## config.mk

```make
export PLATFORM = sky130hd
export DESIGN_NAME = mem_port
export DESIGN_NICKNAME = d
export VERILOG_FILES = /design/src/design/cache_cfg_pkg.sv /design/src/design/cache_bus_pkg.sv /design/src/design/mem_port.sv
export SDC_FILE = /design/constraint.sdc
export NUM_CORES = 1
export LEC_CHECK = 0
export BUFFER_PORTS_ARGS = -buffer_cell sky130_fd_sc_hd__buf_2
export CORE_AREA = 2 2 166 168
export DETAILED_ROUTE_END_ITERATION = 8
export DIE_AREA = 0 0 168 170
export PLACE_DENSITY = 0.69
export SKIP_LAST_GASP = 1
export SLEW_MARGIN = 20
export SYNTH_ARGS = -nofsm -noshare
export SYNTH_HDL_FRONTEND = slang
export SYNTH_SLANG_ARGS = --single-unit
```

## constraint.sdc

```tcl
create_clock -name clock -period 2.2 [get_ports clock]
set_clock_uncertainty 0.2 [all_clocks]
set_input_delay 0.11 -clock clock [delete_from_list [all_inputs] [get_ports clock]]
set_output_delay 0.11 -clock clock [all_outputs]
set_load 0.02 [all_outputs]
```

## src/design/cache_cfg_pkg.sv

```systemverilog
package cache_cfg_pkg;

  localparam int addr_width = 32;
  localparam int data_width = 32;
  localparam int line_words = 4;
  localparam int way_count  = 4;   // fixed by the two-bit random start

  localparam int byte_bits   = $clog2(data_width / 8);
  localparam int word_bits   = $clog2(line_words);
  localparam int offset_bits = byte_bits + word_bits;
  localparam int line_width  = data_width * line_words;
  localparam int lfsr_width  = 11;

  // the stored tag keeps the whole line address, set index bits included,
  // so a writeback base is rebuilt without knowing the set count
  localparam int tag_width = addr_width - offset_bits;

  typedef logic [addr_width-1:0]        addr_t;
  typedef logic [data_width-1:0]        word_t;
  typedef logic [data_width/8-1:0]      be_t;
  typedef logic [line_width-1:0]        line_t;
  typedef logic [word_bits-1:0]         word_idx_t;
  typedef logic [$clog2(way_count)-1:0] way_t;
  typedef logic [tag_width-1:0]         tag_t;
  typedef logic [lfsr_width-1:0]        lfsr_t;

  typedef enum logic [1:0] {
    st_idle,
    st_writeback,
    st_fill,
    st_install
  } ctrl_state_t;

  typedef struct packed {
    logic valid;
    logic dirty;
    tag_t tag;
  } tag_entry_t;

endpackage

```

## src/design/cache_bus_pkg.sv

```systemverilog
package cache_bus_pkg;

  // cpu holds these stable until waitrequest is seen low
  typedef struct packed {
    logic                 rd;
    logic                 wr;
    cache_cfg_pkg::addr_t addr;
    cache_cfg_pkg::be_t   be;
    cache_cfg_pkg::word_t wdata;
  } cpu_req_t;

  typedef struct packed {
    logic                 rd_valid;
    cache_cfg_pkg::word_t rdata;
    logic                 waitrequest;
  } cpu_rsp_t;

  typedef struct packed {
    logic                 rd;      // single request per four-word burst
    logic                 wr;      // one beat per accepted cycle
    cache_cfg_pkg::addr_t addr;
    cache_cfg_pkg::word_t wdata;
  } mem_req_t;

  typedef struct packed {
    cache_cfg_pkg::word_t rdata;
    logic                 rd_valid;
    logic                 waitrequest;
  } mem_rsp_t;

endpackage

```

## src/design/mem_port.sv

```systemverilog
`timescale 1ns/1ps

module mem_port (
  input  logic                      clock,
  input  logic                      reset_n,
  input  cache_cfg_pkg::addr_t      cpu_addr,
  input  cache_cfg_pkg::tag_entry_t victim_entry,
  input  cache_cfg_pkg::line_t      victim_line,
  input  logic                      wb_start,
  input  logic                      fill_start,
  input  cache_bus_pkg::mem_rsp_t   mem_rsp,
  output cache_bus_pkg::mem_req_t   mem_req,
  output cache_cfg_pkg::line_t      fill_line,
  output logic                      wb_done,
  output logic                      fill_done
);
  import cache_cfg_pkg::*;

  localparam addr_t     word_bytes = addr_t'(data_width / 8);
  localparam word_idx_t last_word  = word_idx_t'(line_words - 1);

  logic      rd_q;
  logic      wr_q;
  addr_t     addr_q;
  word_t     wdata_q;
  word_idx_t wr_cnt;
  word_idx_t rd_cnt;
  word_idx_t wr_next;
  logic      fill_pending;
  logic      wr_accept;
  logic      rd_accept;
  logic      last_wr;
  logic      last_rd;
  line_t     fill_buf;

  assign wr_accept = wr_q & ~mem_rsp.waitrequest;
  assign rd_accept = rd_q & ~mem_rsp.waitrequest;
  assign last_wr   = wr_accept && (wr_cnt == last_word);
  assign last_rd   = mem_rsp.rd_valid && (rd_cnt == last_word);
  assign wr_next   = wr_cnt + 1'b1;

  always_ff @(posedge clock or negedge reset_n) begin
    if (!reset_n) begin
      rd_q         <= 1'b0;
      wr_q         <= 1'b0;
      wr_cnt       <= '0;
      rd_cnt       <= '0;
      fill_pending <= 1'b0;
      wb_done      <= 1'b0;
      fill_done    <= 1'b0;
    end else begin
      wb_done   <= last_wr;   // one-cycle pulses
      fill_done <= last_rd;
      if (wb_start) begin
        wr_q   <= 1'b1;
        wr_cnt <= '0;
      end else if (wr_accept) begin
        wr_cnt <= wr_next;
        if (last_wr)
          wr_q <= 1'b0;
      end
      if (fill_start) begin
        rd_q         <= 1'b1;
        rd_cnt       <= '0;
        fill_pending <= 1'b1;
      end else begin
        if (rd_accept)
          rd_q <= 1'b0;
        if (mem_rsp.rd_valid) begin
          rd_cnt <= rd_cnt + 1'b1;
          if (last_rd)
            fill_pending <= 1'b0;
        end
      end
    end
  end

  // victim line stays put in the store for the whole writeback
  always_ff @(posedge clock) begin
    if (wb_start) begin
      addr_q  <= {victim_entry.tag, {offset_bits{1'b0}}};
      wdata_q <= victim_line[0 +: data_width];
    end else if (fill_start) begin
      addr_q <= {cpu_addr[addr_width-1:offset_bits], {offset_bits{1'b0}}};
    end else if (wr_accept && !last_wr) begin
      addr_q  <= addr_q + word_bytes;
      wdata_q <= victim_line[wr_next*data_width +: data_width];
    end
    if (mem_rsp.rd_valid)
      fill_buf[rd_cnt*data_width +: data_width] <= mem_rsp.rdata;
  end

  assign mem_req.rd    = rd_q;
  assign mem_req.wr    = wr_q;
  assign mem_req.addr  = addr_q;
  assign mem_req.wdata = wdata_q;
  assign fill_line     = fill_buf;

  assert property (@(posedge clock) disable iff (!reset_n)
    mem_rsp.rd_valid |-> fill_pending)
    else $error("read data returned with no fill outstanding");

  // one miss at a time
  assert property (@(posedge clock) disable iff (!reset_n)
    (wb_start || fill_start) |-> !(wr_q || fill_pending))
    else $error("new burst started while another is busy");

endmodule

```

==> out/results.txt <==
Tcrit/Tclk final: 101%
Worst min-delay path class: primary input to register
Pre-CTS setup slack: 0.101 ns
Gate Count Post-Synth: 728
Netlist cell types: 41
Fin. Hold Viols: 0
Vias after detailed routing: 8867
Die Y: 170 um
Type of origin of the critical path: register
Critical path launch point: wr_cnt[1]
Area Overhead vs Synth: 61.9%
Fmax: 450 MHz
Max cap viols: 0
Post-synthesis sequential area ratio: 64.7%
# clock sinks: 198
First-pass GRT wire length: 51300 um
CP endpoint: wdata_q[6]
Routed Antenna Nets: 0
Routability cong.: 0.898
Post-Syn Area: 9100 um^2
Main synth FF type: edfxtp_1
Die area: 28600 um^2
DR vias/cell: 5.10
GRT Util Overall: 23.3%
Number of fill cells: 2081
Headroom to the max-slew limit: 46.5%
Num rows: 60
Outcome: finished, violations left
Chip width: 168 um
Share of layout cells above drive strength 1: 36.9%
H-tree lvl count: 4
CP Max Fanout: 10
Cts bufs inserted: 17
Syn avg cell area: 12.5 um^2
Clk Latency, worst-skew pair: 0.43 ns
Slew Viols, Final: 0
First-pass iteration count of the detailed router: 5
Final #Nets: 1612
Worst R2R Start: wr_cnt[1]
Reg-to-reg endpoint: wdata_q[6]
Crit path time final: 2.22 ns
Clock root cell: clkbuf_16
Leak: 0.00621 uW
Clk slew on worst S/H paths: 0.09 ns
Gr ovfl total: 0
Yosys warns: 0
FF+latch count, synth: 198
Critical Path RT: 2.15 ns
Reg2reg setup slack: -0.02 ns
Kind of critical path: register to register
PnR worst setup slack: -0.0212 ns
Core area: 26700 um^2
Setup-failing EPs final: 1
Vias in the first global route: 9185
Initial Util: 34.1%
Final hold slack: 0.0396 ns
EDFF count, synth: 188
DR iter-0 viols: 651
WL/cell: 19.6 um
Worst Reg-to-Reg Cells: 6
Failing checks: negative setup slack
Unrepaired setup endpoints after global routing: yes
Peak VDD IR: 0.000439 V
Worst-margin pin slew: 0.803 ns
Port bufs: 415
Most frequent cells in the layout: buf_2 (414), dlygate4sd3_1 (218), edfxtp_1 (188)
Commonest non-fill, non-tap cell in the layout: buf_2
Pwr/cell area: 685 nW/um^2
I/O pin count: 424
Critical path arrival: 2.17 ns
Area of the multi-input gates: 3020 um^2
Post-synth ARST share: 4.04%
Register area: 5890 um^2
Clk buf depth: 2
DRT Wirelength: 34000 um
Crit end category: register
Drt drc: 0
Largest net degree at the start of global routing: 36
Placed wire-length estimate: 20300 um
CTS tree: done
Initial antenna violation count: 6
## cell usage after synthesis (2+ instances only)
cell / number / share of area (%)
a21o_1: 3 / 0.25
dfrtp_1: 8 / 2.2
and3_1: 2 / 0.14
nor4_2: 2 / 0.28
edfxtp_1: 188 / 62
clkbuf_1: 35 / 1.4
o21ai_0: 44 / 2.4
xnor2_1: 8 / 0.77
inv_1: 11 / 0.45
buf_2: 7 / 0.39
a22oi_1: 22 / 1.8
nor3b_1: 3 / 0.25
nor2_1: 43 / 1.8
buf_4: 4 / 0.33
nand2_1: 48 / 2.0
and2_1: 136 / 9.4
nor3_1: 8 / 0.44
o21ai_2: 2 / 0.19
ha_1: 7 / 0.96
xor2_1: 23 / 2.2
a221oi_1: 4 / 0.39
nand3_1: 13 / 0.72
nand2b_1: 2 / 0.14
o21ai_1: 8 / 0.44
a21oi_1: 37 / 2.0
nand4_1: 9 / 0.62
nor4_4: 2 / 0.47
dfxtp_1: 2 / 0.44
mux2i_1: 35 / 3.9
## power breakdown
group          internal (uW)  switching, uW
combinational           1000           1260
clock                   1560           1680
sequential              4450            139
total                   7020           3080
## how the worst min path moves through the flow
stage                startpoint          end  cells after the start
2_1_floorplan           reset_n    fill_done                      0
3_3_place_gp            reset_n         rd_q                      1
3_5_place_dp            reset_n         wr_q                      1
4_1_cts        victim_line[102]   wdata_q[6]                      5
5_1_grt         victim_line[56]  wdata_q[24]                      5
6_report       victim_line[117]  wdata_q[21]                      5
## per-layer routing
| layer | global-route usage [%] | routed length (um) | up-vias |
|---|---|---|---|
| met5 | 0 | 0 | - |
| met4 | 13.2 | 1830 | 0 |
| met3 | 5.21 | 2970 | 135 |
| met2 | 40.5 | 16700 | 649 |
| met1 | 26.7 | 12500 | 4183 |
| li1 | - | - | 3900 |
## through the flow
stage                     std cells  cell area, um^2  setup TNS [ns]  utilization (%)  power [uW]
after global routing           1737            14700          -0.135             55.3       10500
after floorplan                 729             9100               0                -        5670
after CTS                      1724            14600               0             54.8       10000
after detailed placement       1474            11800               0             44.4        6480
after global placement         1474            11800               0             44.4        6440
final                          1737            14700         -0.0212             55.3       10100
## final cells by class
| cell class | count | share of cell area (%) |
|---|---|---|
| multi-input combinational | 473 | 20.5 |
| timing repair buffer | 676 | 32.1 |
| tap | 341 | 2.90 |
| inverter | 11 | 0.280 |
| antenna | 6 | 0.102 |
| sequential | 198 | 40.0 |
| clock inverter | 14 | 1.21 |
| clock buffer | 18 | 2.91 |
## sequential cells by signal, indices dropped and copies added (netlist names)
signal	count
wb_done	1
wdata_q	32
rd_q	1
fill_line	128
rd_cnt	2
wr_q	1
fill_done	1
wr_cnt	2
addr_q	30
## worst max-delay path, stage by stage, from the launching register on
cell	delay, ns
dfrtp_1	0.42
ha_4	0.33
buf_6	0.19
mux2i_1	0.29
nor2_1	0.09
a21oi_1	0.25
o21ai_0	0.17
## logic make-up (layout without fill, tap and decap cells)
| logic type | count (synthesis) | in the layout | share of synthesized area, % |
|---|---|---|---|
| xor gates and xnor gates | 31 | 31 | 2.98 |
| buffers and inverters | 58 | 719 | 2.67 |
| muxes | 35 | 35 | 3.85 |
| AOI/OAI and AO/OA | 122 | 122 | 7.78 |
| and+or+nand+nor | 276 | 276 | 17.0 |
| adders and majority gates | 7 | 7 | 0.963 |
| other | 1 | 8 | 0.0412 |
| DFF | 198 | 198 | 64.7 |
## repair_timing
item | in CTS | in global routing
endpoints found under the setup margin | 0 | 48
resized for setup | 0 | 8
setup buffers | 0 | 6
hold endpoints to repair | 202 | 1
hold buffers | 218 | 1
Note: power is estimated with default switching activity, not from simulation.
