<file path="config.mk">
export PLATFORM = sky130hd
export DESIGN_NAME = victim_select
export DESIGN_NICKNAME = d
export VERILOG_FILES = /design/src/design/cache_cfg_pkg.sv /design/src/design/victim_select.sv
export SDC_FILE = /design/constraint.sdc
export NUM_CORES = 1
export LEC_CHECK = 0
export BUFFER_PORTS_ARGS = -buffer_cell sky130_fd_sc_hd__buf_2
export CAP_MARGIN = 15
export CORE_MARGIN = 3
export CORE_UTILIZATION = 30
export CTS_BUF_LIST = sky130_fd_sc_hd__clkbuf_4
export CTS_CLUSTER_SIZE = 28
export DETAILED_ROUTE_END_ITERATION = 6
export HOLD_SLACK_MARGIN = 0.06
export PLACE_DENSITY = 0.46
export SYNTH_ARGS = -nofsm -noshare
export SYNTH_HDL_FRONTEND = slang
export SYNTH_SLANG_ARGS = --single-unit
</file>
<file path="constraint.sdc">
create_clock -name clock -period 2.2 [get_ports clock]
set_input_delay 0.44 -clock clock [delete_from_list [all_inputs] [get_ports clock]]
set_output_delay 0.44 -clock clock [all_outputs]
set_load 0.01 [all_outputs]
</file>
<file path="src/design/cache_cfg_pkg.sv">
package cache_cfg_pkg;

  localparam int addr_width = 32;
  localparam int data_width = 32;
  localparam int line_words = 4;
  localparam int way_count  = 4;   // fixed by the two-bit random start

  localparam int byte_bits   = $clog2(data_width / 8);
  localparam int word_bits   = $clog2(line_words);
  localparam int offset_bits = byte_bits + word_bits;
  localparam int line_width  = data_width * line_words;
  localparam int lfsr_width  = 11;

  // the stored tag keeps the whole line address, set index bits included,
  // so a writeback base is rebuilt without knowing the set count
  localparam int tag_width = addr_width - offset_bits;

  typedef logic [addr_width-1:0]        addr_t;
  typedef logic [data_width-1:0]        word_t;
  typedef logic [data_width/8-1:0]      be_t;
  typedef logic [line_width-1:0]        line_t;
  typedef logic [word_bits-1:0]         word_idx_t;
  typedef logic [$clog2(way_count)-1:0] way_t;
  typedef logic [tag_width-1:0]         tag_t;
  typedef logic [lfsr_width-1:0]        lfsr_t;

  typedef enum logic [1:0] {
    st_idle,
    st_writeback,
    st_fill,
    st_install
  } ctrl_state_t;

  typedef struct packed {
    logic valid;
    logic dirty;
    tag_t tag;
  } tag_entry_t;

endpackage

</file>
<file path="src/design/victim_select.sv">
`timescale 1ns/1ps

module victim_select #(
  parameter cache_cfg_pkg::lfsr_t lfsr_seed = 11'd101
) (
  input  logic                                clock,
  input  logic                                reset_n,
  input  logic                                advance,
  input  logic [cache_cfg_pkg::way_count-1:0] way_valid,
  input  logic [cache_cfg_pkg::way_count-1:0] way_dirty,
  output cache_cfg_pkg::way_t                 victim_way
);
  import cache_cfg_pkg::*;

  lfsr_t lfsr_q;
  way_t  rand_way;

  // x^11 + x^9 + 1 leaping two steps per advance
  always_ff @(posedge clock or negedge reset_n) begin
    if (!reset_n)
      lfsr_q <= lfsr_seed;
    else if (advance)
      lfsr_q <= {lfsr_q[1] ^ lfsr_q[3], lfsr_q[0] ^ lfsr_q[2], lfsr_q[10:2]};
  end

  assign rand_way = lfsr_q[1:0];

  // invalid first, then clean from rand+1 with wrap, else rand itself
  always_comb begin : pick
    logic found;
    way_t cand;
    found      = 1'b0;
    victim_way = rand_way;
    for (int w = 0; w < way_count; w++) begin
      if (!found && !way_valid[w]) begin
        victim_way = way_t'(w);
        found      = 1'b1;
      end
    end
    for (int k = 1; k < way_count; k++) begin
      cand = rand_way + way_t'(k);
      if (!found && !way_dirty[cand]) begin
        victim_way = cand;
        found      = 1'b1;
      end
    end
  end

endmodule

</file>
==> reports/results.txt, run 1 <==
setup violators final: 1
post-route setup slack: -0.02249 ns
slew at the pin with the worst max-slew slack: 0.2720 ns
IO buf count: 12
max reg flops: 11
DP HPWL: 808.8 um
Placed Area: 694.4 um^2
Pins Over Slew Limit: 0
antenna-violating nets left: 0
clk_skew: 0.0006594 ns
core box area: 0.001839 mm^2
antenna fix cells: 0
post-synthesis cell type count: 27
Layout Area Growth over Synthesis: 21.34%
VDD IR max: 0.6757 mV
CTS max path bufs: 2
first-pass GRT wire length: 1994 um
total wire length: 1092 um
total chip power: 775.2 uW
arrival time at the worst endpoint: 1.78 ns
DRC Markers: 0
final core utilization: 40.61%
final period utilization: 101.0%
CTS buffer count: 3
synth top area cells: dfrtp_1, dfstp_2, mux2_2, a21boi_0, mux2_1
Initial Util: 33.47%
PD cells: 1038 mW/mm^2
max-cap viol count: 0
Design Area, Final: 747.0 um^2
Hold Fails Final Rpt: 0
latest clock arrival within the worst-skew pair: 0.26 ns
share of cells above drive strength 1: 41.89%
CTS clk-pin slew, worst paths: 0.06 ns
startpoint types: register
Worst Setup End Kind: output pin
vias per cell: 4.838
CTS tree: built
leakage power: 0.3140 nW
largest net degree at the start of global routing: 16
number of global-route vias before repair: 451
Total GRT Usage: 10.34%
gpl congestion: 0.7192
status: finished with violations
Synth Register Bits: 11
Slew HR: 81.87%
synthesized instance count: 59
Final min period: 2.222 ns
critical path's top delay family: flip-flops
routed vias: 479
commonest non-fill, non-tap cell in the layout: buf_2
worst hold path type: register to register
GRT overflow: 0
row count: 15
clock tree sinks: 11
H-tree Lvls: 1
Wirelength per Cell: 11.03 um
Ys Warns: 0
top flop regs: lfsr_q: 11 flops
Yosys top cell area share: 28.46%
kind of critical path: register to output pin
Critical Path RT: 1.76 ns
Die Area: 0.002632 mm^2
CTS root buf: clkbuf_4
commonest non-fill, non-tap cells in the layout: buf_2, dfrtp_1, nand2_1, mux2_2
# IOs: 13
DR iter-0 viols: 6
chip width: 51.30 um
sequential-to-total area share from yosys stat: 45.53%
unrepaired setup endpoints after global routing: yes
setup TNS: -0.02249 ns
failing checks: negative setup slack
flop2flop setup slack: 1.21 ns
slowest stage delay, CP: 0.55 ns
Biggest register: lfsr_q
Die Ht: 51.30 um
syn_nets: 70
Final Net Count: 86
Initial DRT Pass Iterations: 5
Yosys top cell by area: dfrtp_1
CP Cell Sequence: mux4_2, nor2b_4, a211oi_2, buf_2
Slowest cell on crit path: dfstp_2
Setup WS pre-CTS: 0.1070 ns
Syn Area/Cell: 10.43 um^2
initial antenna violation count: 0
synthesized area: 615.6 um^2
WP buf/inv: 1
Max FO, Critical Path: 2
Peak Freq: 449.9 MHz
power by group:
part	internal (mW)	switching [mW]
Clock	0.0824	0.0611
Combinational	0.138	0.105
Sequential	0.322	0.0662
cell type report:
class                      instances  area [um^2]
multi-input combinational         40        309.0
sequential                        11        280.3
fill                             201         1092
clock buffer                       4        30.03
tap                               25        31.28
inverter                           5        18.77
timing repair buffer              14        77.57
logic make-up after synthesis:
group                  after synthesis  synth area share (%)
buffers and inverters                8                 5.080
AO/OA/AOI/OAI                       18                 20.33
flip-flops                          11                 45.53
multiplexers                         8                 16.46
AND/OR/NAND/NOR                     12                 9.755
XOR/XNOR                             2                 2.846
synthesized netlist by cell type, drive strengths merged:
cell and count:
nor3 1, a21oi 2, a31oi 1, dfrtp 7, a221oi 1, inv 5
a41oi 1, a32oi 1, mux2 7, dfstp 4, nor2 3, a21boi 4
mux4 1, buf 1, o21ai 5, nand2 5, a211oi 2, nor4 1
xnor2 2, clkbuf 2, o21bai 1, nor2b 1, nand3 1
timing repair:
item,4_1_cts,5_1_grt
gates resized for setup,1,0
hold endpoints to repair,7,0
buffers inserted,1,0
hold buffers,1,0
setup endpoints to repair,1,1
routing by layer:
| metal | part of all wire (%) | track usage (%) | vias to the layer above |
|---|---|---|---|
| met5 | 0 | 0 | - |
| met2 | 41 | 15.02 | 14 |
| met4 | 0 | 1.310 | 0 |
| met3 | 6.5 | 5.248 | 0 |
| met1 | 52 | 14.05 | 217 |
| li1 | - | - | 248 |
final timing paths:
path                            cells past startpoint       from             to
worst max-delay path                                4  lfsr_q[0]  victim_way[1]
worst min-delay path                                1  lfsr_q[7]      lfsr_q[5]
worst max register to register                      3  lfsr_q[0]      lfsr_q[9]
worst min register to register                      1  lfsr_q[7]      lfsr_q[5]
max in group asynchronous                           2    reset_n      lfsr_q[2]
min in group asynchronous                           2    reset_n      lfsr_q[7]
through the flow:
| stage | std cells | hold slack [ns] |
|---|---|---|
| floorplan | 59 | 0.1444 |
| global placement | 93 | 0.3238 |
| detailed placement | 93 | 0.3235 |
| CTS | 99 | 0.4975 |
| global route | 99 | 0.5195 |
| finish | 99 | 0.4896 |
No activity file was read; power rests on OpenSTA's default activity.
==> inputs of run 2 (changes only) <==
--- a/config.mk
+++ b/config.mk
@@ -7,12 +7,13 @@
 export LEC_CHECK = 0
 export BUFFER_PORTS_ARGS = -buffer_cell sky130_fd_sc_hd__buf_2
 export CAP_MARGIN = 15
-export CORE_MARGIN = 3
+export CORE_MARGIN = 2
 export CORE_UTILIZATION = 30
 export CTS_BUF_LIST = sky130_fd_sc_hd__clkbuf_4
 export CTS_CLUSTER_SIZE = 28
 export DETAILED_ROUTE_END_ITERATION = 6
 export HOLD_SLACK_MARGIN = 0.06
+export MAX_ROUTING_LAYER = met4
 export PLACE_DENSITY = 0.46
 export SYNTH_ARGS = -nofsm -noshare
 export SYNTH_HDL_FRONTEND = slang
==> reports/results.txt, run 2 (same netlist as run 1, synthesis figures left out) <==
status: finished with violations
failing checks: negative setup slack
Peak Freq: 452.7 MHz (+0.61%)
clk_skew: 0.009422 ns (+0.008762 ns)
hold_sp: lfsr_q[2]
unrepaired setup endpoints after global routing: yes
Initial Util: 31.70% (-1.8 points)
first-pass GRT wire length: 1766 um (-11%)
core box area: 0.001942 mm^2 (+5.6%)
Max FO, Critical Path: 2 (unchanged)
total wire length: 1059 um (-3.0%)
number of global-route vias before repair: 434 (-3.8%)
final period utilization: 100.4% (-0.62 points)
largest net degree at the start of global routing: 16 (unchanged)
arrival time at the worst endpoint: 1.77 ns (about the same)
max reg flops: 11 (unchanged)
top flop regs: lfsr_q: 11 flops
DRC Markers: 0 (unchanged)
CTS root buf: clkbuf_4
Die Ht: 49.30 um (-3.9%)
Layout Area Growth over Synthesis: 20.53%
DP HPWL: 827.3 um (+2.3%)
Design Area, Final: 742.0 um^2 (-0.67%)
PD cells: 1026 mW/mm^2 (-1.1%)
commonest non-fill, non-tap cell in the layout: buf_2
setup violators final: 1 (unchanged)
Worst Setup End Kind: output pin
Final min period: 2.209 ns (-0.01357 ns)
met2 usage: 13.96% (-1.1 points)
Biggest register: lfsr_q
Resized cells post-CTS: 0 (-1)
CTS max path bufs: 2 (unchanged)
CTS tree: built
Hold Fails Final Rpt: 0 (unchanged)
# IOs: 13 (unchanged)
Total GRT Usage: 9.527% (-0.81 points)
met3 Track Usage GR: 3.374% (-1.9 points)
Die Area: 0.002430 mm^2 (-7.6%)
routed vias: 490 (+2.3%)
Final Net Count: 86 (unchanged)
VDD IR max: 0.5217 mV (-23%)
CTS buffer count: 3 (unchanged)
Initial DRT Pass Iterations: 4 (-1)
worst hold path type: register to register
GRT overflow: 0 (unchanged)
antenna fix cells: 0 (unchanged)
chip width: 49.30 um (-3.9%)
vias per cell: 4.851 (+0.27%)
max-cap viol count: 0 (unchanged)
met1 Use GR: 11.71% (-2.3 points)
IO buf count: 12 (unchanged)
slew at the pin with the worst max-slew slack: 0.2693 ns (-0.002704 ns)
worst r2r src: lfsr_q[0]
Pins Over Slew Limit: 0 (unchanged)
H-tree Lvls: 1 (unchanged)
row count: 16 (+1)
leakage power: 0.3125 nW (-0.47%)
total chip power: 761.6 uW (-1.8%)
Slew HR: 82.05% (+0.18 points)
startpoint types: register
share of cells above drive strength 1: 40.54% (-1.4 points)
post-CTS setup buffers: 0 (-1)
initial antenna violation count: 0 (unchanged)
GRT busiest layer: met2
antenna-violating nets left: 0 (unchanged)
gpl congestion: 0.8239 (+15%)
post-route setup slack: -0.008920 ns (+0.01357 ns)
final core utilization: 38.21% (-2.4 points)
clock tree sinks: 11 (unchanged)
commonest non-fill, non-tap cells in the layout: buf_2, dfrtp_1, nand2_1, mux2_2
Critical Path RT: 1.76 ns (about the same)
CTS clk-pin slew, worst paths: 0.07 ns (about the same)
Wirelength per Cell: 10.49 um (-4.9%)
kind of critical path: register to output pin
DR iter-0 viols: 9 (+3)
beginning of the critical path: lfsr_q[0]
latest clock arrival within the worst-skew pair: 0.27 ns (about the same)
Placed Area: 704.4 um^2 (+1.4%)
==> run 2: cell types whose count changed in the layout (fill, tap and decap cells not counted), sizes merged <==
cell and change:
clkinv +1, clkbuf -1
==> run 2: final timing paths <==
kind | endpoint | slack (ns) | cells after the start
max in group asynchronous | lfsr_q[2] | 1.37 | 2
min reg2reg | lfsr_q[0] | 0.49 | 2
max reg2reg | lfsr_q[9] | 1.19 | 3
min | lfsr_q[0] | 0.49 | 2
min in group asynchronous | lfsr_q[7] | 0.56 | 2
max | victim_way[1] | -0.009 | 4
==> run 2: cell type report <==
class | count | area, um^2
fill | 209 | 1200
multi-input combinational | 40 | 304.0
sequential | 11 | 280.3
timing repair buffer | 14 | 77.57
tap | 27 | 33.78
clock buffer | 3 | 22.52
inverter | 5 | 18.77
clock inverter | 1 | 5.005
==> run 2: timing repair <==
action                                  CTS  global route
endpoints found under the hold margin     7             0
endpoints found under the setup margin    1             1
pin swaps                                 0             0
hold buffers                              1             0
==> run 2: per-layer routing <==
| metal | part of all wire, % | vias to the layer above | wire length [um] |
|---|---|---|---|
| li1 | - | 244 | - |
| met3 | 5.6 | 2 | 59 |
| met1 | 47 | 230 | 495 |
| met5 | 0 | - | 0 |
| met4 | 0.38 | 0 | 4 |
| met2 | 47 | 14 | 499 |
==> run 2: power by group <==
part	total (mW)	internal [mW]	switching (mW)	leakage, nW
combinational	0.241	0.137	0.104	0.174
clock	0.133	0.0672	0.0654	0.0177
sequential	0.388	0.322	0.0659	0.121
total	0.762	0.527	0.235	0.312
==> run 2: critical path: stages (launching register included) <==
cell and delay (ns):
dfstp_2 0.55, mux4_2 0.51, nor2b_4 0.14, a211oi_2 0.15
buf_2 0.15
==> run 2: per-stage QoR <==
step | hold slack (ns) | setup WS (ns) | cells | setup TNS [ns]
after global routing | 0.5201 | -0.1388 | 101 | -0.1388
after floorplan | 0.1444 | 0.3096 | 59 | 0
after CTS | 0.4933 | -0.03283 | 101 | -0.03283
after global placement | 0.3200 | 0.1400 | 96 | 0
final | 0.4853 | -0.008920 | 101 | -0.008920
after detailed placement | 0.3219 | 0.1343 | 96 | 0
