[src/design/cache_cfg_pkg.sv]
package cache_cfg_pkg;

  localparam int addr_width = 32;
  localparam int data_width = 32;
  localparam int line_words = 4;
  localparam int way_count  = 4;   // fixed by the two-bit random start

  localparam int byte_bits   = $clog2(data_width / 8);
  localparam int word_bits   = $clog2(line_words);
  localparam int offset_bits = byte_bits + word_bits;
  localparam int line_width  = data_width * line_words;
  localparam int lfsr_width  = 11;

  // the stored tag keeps the whole line address, set index bits included,
  // so a writeback base is rebuilt without knowing the set count
  localparam int tag_width = addr_width - offset_bits;

  typedef logic [addr_width-1:0]        addr_t;
  typedef logic [data_width-1:0]        word_t;
  typedef logic [data_width/8-1:0]      be_t;
  typedef logic [line_width-1:0]        line_t;
  typedef logic [word_bits-1:0]         word_idx_t;
  typedef logic [$clog2(way_count)-1:0] way_t;
  typedef logic [tag_width-1:0]         tag_t;
  typedef logic [lfsr_width-1:0]        lfsr_t;

  typedef enum logic [1:0] {
    st_idle,
    st_writeback,
    st_fill,
    st_install
  } ctrl_state_t;

  typedef struct packed {
    logic valid;
    logic dirty;
    tag_t tag;
  } tag_entry_t;

endpackage

[src/design/cache_bus_pkg.sv]
package cache_bus_pkg;

  // cpu holds these stable until waitrequest is seen low
  typedef struct packed {
    logic                 rd;
    logic                 wr;
    cache_cfg_pkg::addr_t addr;
    cache_cfg_pkg::be_t   be;
    cache_cfg_pkg::word_t wdata;
  } cpu_req_t;

  typedef struct packed {
    logic                 rd_valid;
    cache_cfg_pkg::word_t rdata;
    logic                 waitrequest;
  } cpu_rsp_t;

  typedef struct packed {
    logic                 rd;      // single request per four-word burst
    logic                 wr;      // one beat per accepted cycle
    cache_cfg_pkg::addr_t addr;
    cache_cfg_pkg::word_t wdata;
  } mem_req_t;

  typedef struct packed {
    cache_cfg_pkg::word_t rdata;
    logic                 rd_valid;
    logic                 waitrequest;
  } mem_rsp_t;

endpackage

[src/design/cache_ctrl.sv]
`timescale 1ns/1ps

module cache_ctrl (
  input  logic                      clock,
  input  logic                      reset_n,
  input  cache_bus_pkg::cpu_req_t   cpu_req,
  input  logic                      hit,
  input  cache_cfg_pkg::tag_entry_t victim_entry,
  input  logic                      wb_done,
  input  logic                      fill_done,
  output logic                      waitrequest,
  output logic                      store_write_hit,
  output logic                      store_install,
  output logic                      wb_start,
  output logic                      fill_start,
  output logic                      victim_advance
);
  import cache_cfg_pkg::*;

  ctrl_state_t state;
  ctrl_state_t state_next;
  logic        access;
  logic        victim_dirty;

  assign access       = cpu_req.rd | cpu_req.wr;
  assign victim_dirty = victim_entry.valid & victim_entry.dirty;

  // only an idle hit lets the cpu through
  assign waitrequest = access & ~(hit & (state == st_idle));

  always_ff @(posedge clock or negedge reset_n) begin
    if (!reset_n)
      state <= st_idle;
    else
      state <= state_next;
  end

  always_comb begin
    state_next      = state;
    store_write_hit = 1'b0;
    store_install   = 1'b0;
    wb_start        = 1'b0;
    fill_start      = 1'b0;
    victim_advance  = 1'b0;

    case (state)
      st_idle: begin
        if (access && hit) begin
          store_write_hit = cpu_req.wr;   // reads need nothing stored
        end else if (access) begin
          if (victim_dirty) begin
            wb_start   = 1'b1;
            state_next = st_writeback;
          end else begin
            fill_start = 1'b1;
            state_next = st_fill;
          end
        end
      end

      st_writeback: begin
        if (wb_done) begin
          fill_start = 1'b1;
          state_next = st_fill;
        end
      end

      st_fill: begin
        if (fill_done)
          state_next = st_install;
      end

      st_install: begin
        store_install = 1'b1;
        // step the lfsr only after the victim way has been written,
        // so the choice stays put for the whole miss
        victim_advance = 1'b1;
        state_next     = st_idle;
      end

      default: begin
        state_next = st_idle;
      end
    endcase
  end

  // the victim way and its state stay put for the whole writeback
  assert property (@(posedge clock) disable iff (!reset_n)
    (state == st_writeback) |-> victim_dirty)
    else $error("writeback running on a clean or invalid victim");

  // the held access must hit right after the install
  assert property (@(posedge clock) disable iff (!reset_n)
    (state == st_install) |=> hit)
    else $error("retried access missed after install");

endmodule

[config.mk]
export PLATFORM = sky130hd
export DESIGN_NAME = cache_ctrl
export DESIGN_NICKNAME = d
export VERILOG_FILES = /design/src/design/cache_cfg_pkg.sv /design/src/design/cache_bus_pkg.sv /design/src/design/cache_ctrl.sv
export SDC_FILE = /design/constraint.sdc
export NUM_CORES = 1
export LEC_CHECK = 0
export ABC_CLOCK_PERIOD_IN_PS = 2100
export BUFFER_PORTS_ARGS = -buffer_cell sky130_fd_sc_hd__buf_2
export CAP_MARGIN = 30
export CORE_MARGIN = 5
export CORE_UTILIZATION = 15
export CTS_BUF_LIST = sky130_fd_sc_hd__clkbuf_8
export CTS_CLUSTER_DIAMETER = 100
export DETAILED_ROUTE_END_ITERATION = 8
export GPL_TIMING_DRIVEN = 0
export PLACE_DENSITY = 0.85
export SYNTH_ARGS = -nofsm -noshare
export SYNTH_HDL_FRONTEND = slang
export SYNTH_SLANG_ARGS = --single-unit
[constraint.sdc]
create_clock -name clock -period 2.1 [get_ports clock]
set_input_delay 0.21 -clock clock [delete_from_list [all_inputs] [get_ports clock]]
set_output_delay 0.21 -clock clock [all_outputs]
set_load 0.05 [all_outputs]
==> flow_summary.toml, run 1 <==
[floorplan]
dieArea_um2 = 2560
die_h_um = 50.6
initial_utilization_pct = 16.1
rows = 14
die_w_um = 50.6
ios = 111
coreArea_um2 = 1540

[sta]
finalWorstSetupSlack_ns = 0.316
rsz0062_at_grt = "no"
holdWs_ns = 0.314
max_slew.worst_pin.slew_ns = 0.311
min_period_over_period_pct = 84.9
slew_viol_final = 0
hold_viol = 0
fin_setup_tns_ns = 0
max_clock_freq_mhz = 561
finalSetupViolations = 0
timing.slew.headroom_pct = 79.3
fin_skew_ns = 0.000201
fin_crit_ns = 1.78

[logic_synthesis]
synth_top_family_by_area = "compound AO/OA/AOI/OAI gates"
synth_simple_gate_area_share_pct = 14.6
synth.avg_cell_area_um2 = 8.54
synthXorXnorAreaFrac_pct = 0
synth_seq_cells = 2
yosysSeqAreaShare_pct = 20.2
synth_compound_area_share_pct = 34.3
synthAdderAreaFrac_pct = 20.2
netlist_area_um2 = 248
ys_types = 19
synth_top_area_cell = "dfrtp_1"
syn_nets = 138
ys_top_cells_by_area = "dfrtp_1 (20%), ha_1 (20%), a21oi_1 (8.1%), o21bai_4 (7.6%), inv_1 (6.1%)"
yosys-mux-area-fraction_pct = 0
yosysWarnings = 0
netlist_instances = 29
post-synth-top-area-fraction_pct = 20.2

[finish]
nFillCells = 167
final_common_cell = "buf_2"
largest_reg_flops = 2
layout.cells.non_filler = 63
final_area_um2 = 389
top_register = "state"
area_growth_pct = 57.1
reg.largest.list = "state x2"
most-common-layout-cells = "buf_2 (14), inv_1 (4), a21oi_1 (4), ha_1 (4), clkbuf_8 (3)"
post-route-util_pct = 25.2
n_antenna_cell = 0
layout-drive-gt1-share_pct = 46.8
nets = 158

[route]
dr.pass1.iters = 1
wl_um = 645
drt_iter0_drc = 0
route.vias.total = 261
drc_errors = 0
ant_nets = 0
viasPerCell = 4.14
routedWlPerCell_um = 10.2

[power_and_ir_drop]
power_leakage_nw = 0.205
p_total_mw = 0.630
ir_drop_v = 0.000514
cellPowerDensity_nw_per_um2 = 1620

[cts]
htree_num_levels = 1
tritoncts = "done"
post_cts_buffers = 0
cts-buffers-inserted = 3
path_clk_slew_ns = 0.03
root_buffer = "clkbuf_8"
cts_hold_buf = 1
cts.repair.resized = 0
clockBufferDepth = 2
clkSinkCount = 2
clk_latency_ns = 0.21

[placed_design]
dp_hpwl_um = 575
dpl_worst_slack_ns = 0.533
place_area_um2 = 338
dp.cells = 59
port_buffers = 14
gp_congestion = 0.729

[critical_path]
start_kind = "register"
rrSetupSlack_ns = 0.71
crit_required_ns = 1.89
cp_max_fo = 5
max_stage_delay_ns = 0.41
path_cells = "inv_1, ha_1, inv_2, nor2_4, a22o_1, buf_2"
crit_slowest_cell = "dfrtp_1"
arrival_ns = 1.57
path_class = "reg2out"
critPathCaptureType = "output port"

[global_route]
grt_pass1_vias = 279
antenna_found_initial = 0
grt_use_total_pct = 5.66
grt_max_degree = 6
grt_overflow_total = 0
grt_pass1_wl_um = 1040

[hold_path]
hold_class = "in2async"

[job]
drv_cap = 0

[run_status]
status = "finished, final reports clean"
layout make-up:
cell class                      count  area [um^2]  share of cell area [%]
Clock buffer                        3         41.3                    10.6
Sequential cell                     2         50.0                    12.9
Buffer                              1         7.51                    1.93
Multi-Input combinational cell     21          171                    44.1
Inverter                            5         18.8                    4.82
Tap cell                           16         20.0                    5.14
Timing Repair Buffer               15         80.1                    20.6
Yosys cell counts (all sizes together):
cell / number
inv: 5
a21oi: 4
ha: 4
dfrtp: 2
nor2: 2
a21boi: 1
a22o: 1
a22oi: 1
and3: 1
buf: 1
nand2: 1
nand3: 1
nor3: 1
o21bai: 1
o22a: 1
o22ai: 1
o31ai: 1
per-layer routing:
metal | vias up | part of all wire (%) | GRT usage, %
met4 | 0 | 0 | 6.38
met5 | - | 0 | 0
li1 | 138 | - | -
met3 | 0 | 9.8 | 2.37
met2 | 7 | 54 | 9.92
met1 | 116 | 36 | 4.20
worst paths after layout:
kind / endpoint / startpoint / cells past startpoint
max: fill_start / state[1] / 6
min: state[1] / reset_n / 2
max reg2reg: state[0] / state[1] / 6
min reg2reg: state[0] / state[0] / 1
max in group asynchronous: state[0] / reset_n / 2
min in group clock: state[1] / victim_entry[28] / 4
worst max-delay path: cells and delay by family (launching register included):
kind	cells	cell delay, ns
buffers and inverters	3	0.45
adder cells (fa/ha/maj)	1	0.24
flip-flops	1	0.41
AND/OR/NAND/NOR	1	0.13
AO/OA/AOI/OAI	1	0.13
where the power goes:
part | leakage, nW | internal (mW) | total [mW] | switching [mW]
Clock | 0.0216 | 0.121 | 0.149 | 0.0281
Combinational | 0.159 | 0.137 | 0.397 | 0.260
Sequential | 0.0243 | 0.0604 | 0.0840 | 0.0236
logic make-up (layout without fill, tap and decap cells):
| group | count (synthesis) | count (layout) |
|---|---|---|
| AOI/OAI and AO/OA | 11 | 11 |
| and+or+nand+nor | 6 | 6 |
| buffers and inverters | 6 | 24 |
| adders and majority gates | 4 | 4 |
| DFF | 2 | 2 |
(Power assumes the default switching activity.)
==> inputs of run 2 (changes only) <==
--- a/config.mk
+++ b/config.mk
@@ -5,16 +5,16 @@
 export SDC_FILE = /design/constraint.sdc
 export NUM_CORES = 1
 export LEC_CHECK = 0
-export ABC_CLOCK_PERIOD_IN_PS = 2100
+export ABC_CLOCK_PERIOD_IN_PS = 1700
 export BUFFER_PORTS_ARGS = -buffer_cell sky130_fd_sc_hd__buf_2
 export CAP_MARGIN = 30
 export CORE_MARGIN = 5
-export CORE_UTILIZATION = 15
+export CORE_UTILIZATION = 14
 export CTS_BUF_LIST = sky130_fd_sc_hd__clkbuf_8
 export CTS_CLUSTER_DIAMETER = 100
 export DETAILED_ROUTE_END_ITERATION = 8
 export GPL_TIMING_DRIVEN = 0
-export PLACE_DENSITY = 0.85
+export PLACE_DENSITY = 0.8
 export SYNTH_ARGS = -nofsm -noshare
 export SYNTH_HDL_FRONTEND = slang
 export SYNTH_SLANG_ARGS = --single-unit
==> constraint.sdc (replaced) <==
create_clock -name clock -period 1.7 [get_ports clock]
set_input_delay 0.17 -clock clock [delete_from_list [all_inputs] [get_ports clock]]
set_output_delay 0.17 -clock clock [all_outputs]
set_load 0.05 [all_outputs]
==> run 2 against run 1 <==
Compared with the run above: setup slack worse by 0.23 ns; clock-buffer cell count stayed put; total power increased by 32%; core utilization shrank 0.48 points; die area grew 5.7%; critical endpoint unchanged; largest cell class unchanged; largest power group unchanged.
==> flow_summary.toml, run 2 (same netlist as run 1, synthesis figures left out) <==
[hold_path]
hold_class = "in2async"

[finish]
area_growth_pct = 70.7
n_antenna_cell = 0
nets = 158
top_register = "state"
reg.largest.list = "state x2"
layout-drive-gt1-share_pct = 51.1
most-common-layout-cells = "buf_2 (12), inv_1 (4), a21oi_1 (4), ha_1 (3), clkbuf_8 (3)"
final_common_cell = "buf_2"
largest_reg_flops = 2
nFillCells = 188
layout.cells.non_filler = 72

[route]
drt_iter0_drc = 0
ant_nets = 0
wl_um = 642
routedWlPerCell_um = 8.92
dr.pass1.iters = 1
viasPerCell = 3.67
drc_errors = 0
route.vias.total = 264

[cts]
post_cts_buffers = 0
cts-buffers-inserted = 3
clkSinkCount = 2
root_buffer = "clkbuf_8"
path_clk_slew_ns = 0.03
clockBufferDepth = 2
tritoncts = "done"
htree_num_levels = 1
clk_latency_ns = 0.21

[floorplan]
rows = 15
die_h_um = 52.1
coreArea_um2 = 1710
dieArea_um2 = 2710
ios = 111
initial_utilization_pct = 14.5
die_w_um = 52.1

[sta]
rsz0062_at_grt = "no"
holdWs_ns = 0.272
fin_skew_ns = 0.00265
fin_setup_tns_ns = 0
fin_crit_ns = 1.61
finalSetupViolations = 0
max_clock_freq_mhz = 620
hold_viol = 0
slew_viol_final = 0
max_slew.worst_pin.slew_ns = 0.302
min_period_over_period_pct = 94.9
timing.slew.headroom_pct = 79.9

[global_route]
grt_max_degree = 6
grt-busiest-layer = "met2"
met2_usage_pct = 7.32
grt_pass1_vias = 238
met1_usage_pct = 4.97
grt_use_total_pct = 4.76
grtUsageMet3_pct = 2.87
grt_overflow_total = 0
grt_pass1_wl_um = 938
antenna_found_initial = 0

[power_and_ir_drop]
ir_drop_v = 0.000467
cellPowerDensity_nw_per_um2 = 1970
power_leakage_nw = 0.205

[critical_path]
crit_required_ns = 1.53
reg2regPathDepth = 6
cp_max_fo = 5
r2r_end = "state[0]"
critPathCaptureType = "output port"
path_class = "reg2out"
rrSetupSlack_ns = 0.28
r2r_start = "state[1]"
start_kind = "register"
arrival_ns = 1.44

[placed_design]
dp_hpwl_um = 524
port_buffers = 14
gp_congestion = 0.686
dp.cells = 68

[run_status]
status = "finished, final reports clean"

[job]
drv_cap = 0
[run 2: what timing repair did]
item | 4_1_cts | 5_1_grt
hold endpoints to repair | 2 | 0
resized for setup | 1 | 3
hold buffers | 1 | 0
endpoints found under the setup margin | 1 | 2
[run 2: cell type report]
type                    count  area (um^2)  share of cell area [%]
inverters                   5         18.8                    4.44
repair buffers             15         85.1                    20.1
well taps                  25         31.3                    7.40
clock buffers               3         41.3                    9.76
plain buffers               1         7.51                    1.78
multi-input cells          21          189                    44.7
flip-flops and latches      2         50.0                    11.8
[run 2: where the power goes]
group / switching (mW) / leakage [nW] / internal, mW
Sequential: 0.0286 / 0.0243 / 0.0746
Clock: 0.0334 / 0.0216 / 0.149
Combinational: 0.339 / 0.159 / 0.207
[run 2: per-stage QoR]
stage | power, mW | area, um^2 | setup slack, ns | utilization, %
finish | 0.832 | 423 | 0.0873 | 24.8
global route | 0.898 | 423 | 0.0163 | 24.8
CTS | 0.793 | 408 | 0.00928 | 23.9
detailed placement | 0.597 | 354 | 0.170 | 20.7
global placement | 0.584 | 354 | 0.196 | 20.7
floorplan | 0.503 | 253 | 0.0800 | -
[run 2: worst max path at each step]
stage,from,to,slack (ns),depth (start not counted)
after global placement,state[1],fill_start,0.20,6
after floorplan,state[0],waitrequest,0.08,3
final,state[0],fill_start,0.09,6
after global routing,state[1],fill_start,0.02,6
after detailed placement,state[0],fill_start,0.17,6
after CTS,state[0],fill_start,0.009,6
[run 2: layer usage]
layer  wire [um]  vias to the layer above  share of wire (%)
met5           0                        -                  0
met4           0                        0                  0
met3          36                        0                5.6
met2         347                        6                 54
met1         258                      120                 40
li1            -                      138                  -
[run 2: worst max-delay path, cell delays in order (launching register included)]
cell and delay (ns):
dfrtp_1 0.40, inv_1 0.14, ha_4 0.18, inv_2 0.07, nor2_4 0.12, a22o_1 0.13
buf_4 0.19
==> inputs of run 3 (changes only) <==
--- a/config.mk
+++ b/config.mk
@@ -8,9 +8,8 @@
 export ABC_CLOCK_PERIOD_IN_PS = 1700
 export BUFFER_PORTS_ARGS = -buffer_cell sky130_fd_sc_hd__buf_2
 export CAP_MARGIN = 30
-export CORE_MARGIN = 5
 export CORE_UTILIZATION = 14
-export CTS_BUF_LIST = sky130_fd_sc_hd__clkbuf_8
+export CTS_BUF_LIST = sky130_fd_sc_hd__clkbuf_4 sky130_fd_sc_hd__clkbuf_8 sky130_fd_sc_hd__clkbuf_16
 export CTS_CLUSTER_DIAMETER = 100
 export DETAILED_ROUTE_END_ITERATION = 8
 export GPL_TIMING_DRIVEN = 0
==> run 3 against run 2 <==
Compared with the run above: die area down 28%; clock power is 42% lower; cell count shrank 13%; clock-buffer cell count unchanged; maximum frequency shrank 0.61%; sequential cell count is the same; core utilization grew 0.40 points; first-iteration DRC count up 1; combinational power hardly changed; cell area is 6.2% lower.
==> flow_summary.toml, run 3 (same netlist as run 1, synthesis figures left out) <==
[global_route]
grt_overflow_total = 0
antenna_found_initial = 0
met2_usage_pct = 10.6
grt_use_total_pct = 6.75
grt_pass1_wl_um = 903
grt-busiest-layer = "met2"
met1_usage_pct = 6.48
grtUsageMet3_pct = 2.45
grt_max_degree = 6
grt_pass1_vias = 251

[floorplan]
ios = 111
die_w_um = 44.1
rows = 14
die_h_um = 44.1
dieArea_um2 = 1940
coreArea_um2 = 1580
initial_utilization_pct = 15.7

[critical_path]
crit_required_ns = 1.53
worstSetupStartpoint = "state[0]"
path_cells = "inv_1, ha_4, inv_2, nor2_4, a22o_1, buf_6"
r2r_start = "state[1]"
max_stage_delay_ns = 0.41
cp_max_fo = 5
path_class = "reg2out"
crit_slowest_cell = "dfrtp_1"
cp.buffers_inverters = 3
start_kind = "register"
crit_family = "flip-flops"
arrival_ns = 1.45
critPathCaptureType = "output port"

[cts]
htree_num_levels = 1
cts-buffers-inserted = 3
path_clk_slew_ns = 0.03
root_buffer = "clkbuf_4"
clkSinkCount = 2
clockBufferDepth = 2
tritoncts = "done"
clk_latency_ns = 0.22

[route]
dr.pass1.iters = 5
route.vias.total = 272
ant_nets = 0
routedWlPerCell_um = 9.51
viasPerCell = 4.32
wl_um = 599
drt_iter0_drc = 1
drc_errors = 0

[sta]
timing.slew.headroom_pct = 78.8
fin_setup_tns_ns = 0
slew_viol_final = 0
min_period_over_period_pct = 95.5
hold_viol = 0
max_slew.worst_pin.slew_ns = 0.318
finalWorstSetupSlack_ns = 0.0773
rsz0062_at_grt = "no"
fin_skew_ns = 0.000125
max_clock_freq_mhz = 616
holdWs_ns = 0.258
finalSetupViolations = 0
fin_crit_ns = 1.62

[power_and_ir_drop]
cellPowerDensity_nw_per_um2 = 1910
power_leakage_nw = 0.198
ir_drop_v = 0.000499
p_total_mw = 0.759

[placed_design]
port_buffers = 14
dp.cells = 59
dpl_worst_slack_ns = 0.166
gp_congestion = 0.641
dp_hpwl_um = 500

[finish]
largest_reg_flops = 2
n_antenna_cell = 0
reg.largest.list = "state x2"
final_common_cell = "buf_2"
nFillCells = 186
layout-drive-gt1-share_pct = 53.2
layout.cells.non_filler = 63
area_growth_pct = 60.1
most-common-layout-cells = "buf_2 (12), a21oi_1 (4), clkbuf_4 (4), inv_1 (3), ha_1 (3)"
seq_area_um2 = 50.0
nets = 158
top_register = "state"
multiInputGateArea_um2 = 189

[job]
drv_cap = 0

[hold_path]
hold_class = "in2async"

[run_status]
status = "finished, final reports clean"
[run 3: changes by cell type in the layout (fill, tap and decap cells not counted)]
cell,change
clkbuf_4,+3
clkbuf_8,-3
buf_4,-1
buf_6,+1
inv_1,-1
inv_2,+1
[run 3: repair_timing]
item,4_1_cts,5_1_grt
resized for setup,2,4
cloned,0,0
setup buffers,0,0
hold endpoints to repair,2,0
hold buffers,1,0
setup endpoints to repair,2,2
pin swaps,0,0
[run 3: worst register-to-register path: cells and delay by family, from the launching register on]
family                   cells  cell delay [ns]
AO/OA/AOI/OAI                3             0.57
buffers and inverters        2             0.14
flip-flops                   1             0.42
adder cells (fa/ha/maj)      1             0.17
[run 3: path summary, 6_finish.rpt]
check	cells past startpoint	end	slack, ns
min in group clock	4	state[1]	0.40
setup / recovery	6	fill_start	0.08
hold reg to reg	1	state[0]	0.57
setup reg to reg	6	state[0]	0.29
max in group asynchronous	2	state[0]	1.35
hold / removal	2	state[1]	0.26
[run 3: through the flow]
stage                     instance area, um^2  utilization, %
after global routing                      397            25.2
final                                     397            25.2
after global placement                    343            21.7
after CTS                                 380            24.1
after floorplan                           253               -
after detailed placement                  343            21.7
[run 3: cell type report]
type                            count  share of cell area (%)
Buffer                              1                    1.89
Clock buffer                        3                    5.68
Inverter                            5                    4.73
Multi-Input combinational cell     21                    47.6
Sequential cell                     2                    12.6
Tap cell                           16                    5.05
Timing Repair Buffer               15                    22.4
[run 3: where the power goes]
group / switching (mW) / total [mW] / internal (mW) / leakage (nW)
Sequential: 0.0309 / 0.105 / 0.0745 / 0.0243
Combinational: 0.336 / 0.548 / 0.211 / 0.160
Clock: 0.0276 / 0.106 / 0.0780 / 0.0138
[run 3: routing by layer]
metal  wire (um)  up-vias
li1            -      139
met4           5        0
met2         318        8
met1         239      123
met5           0        -
met3          35        2
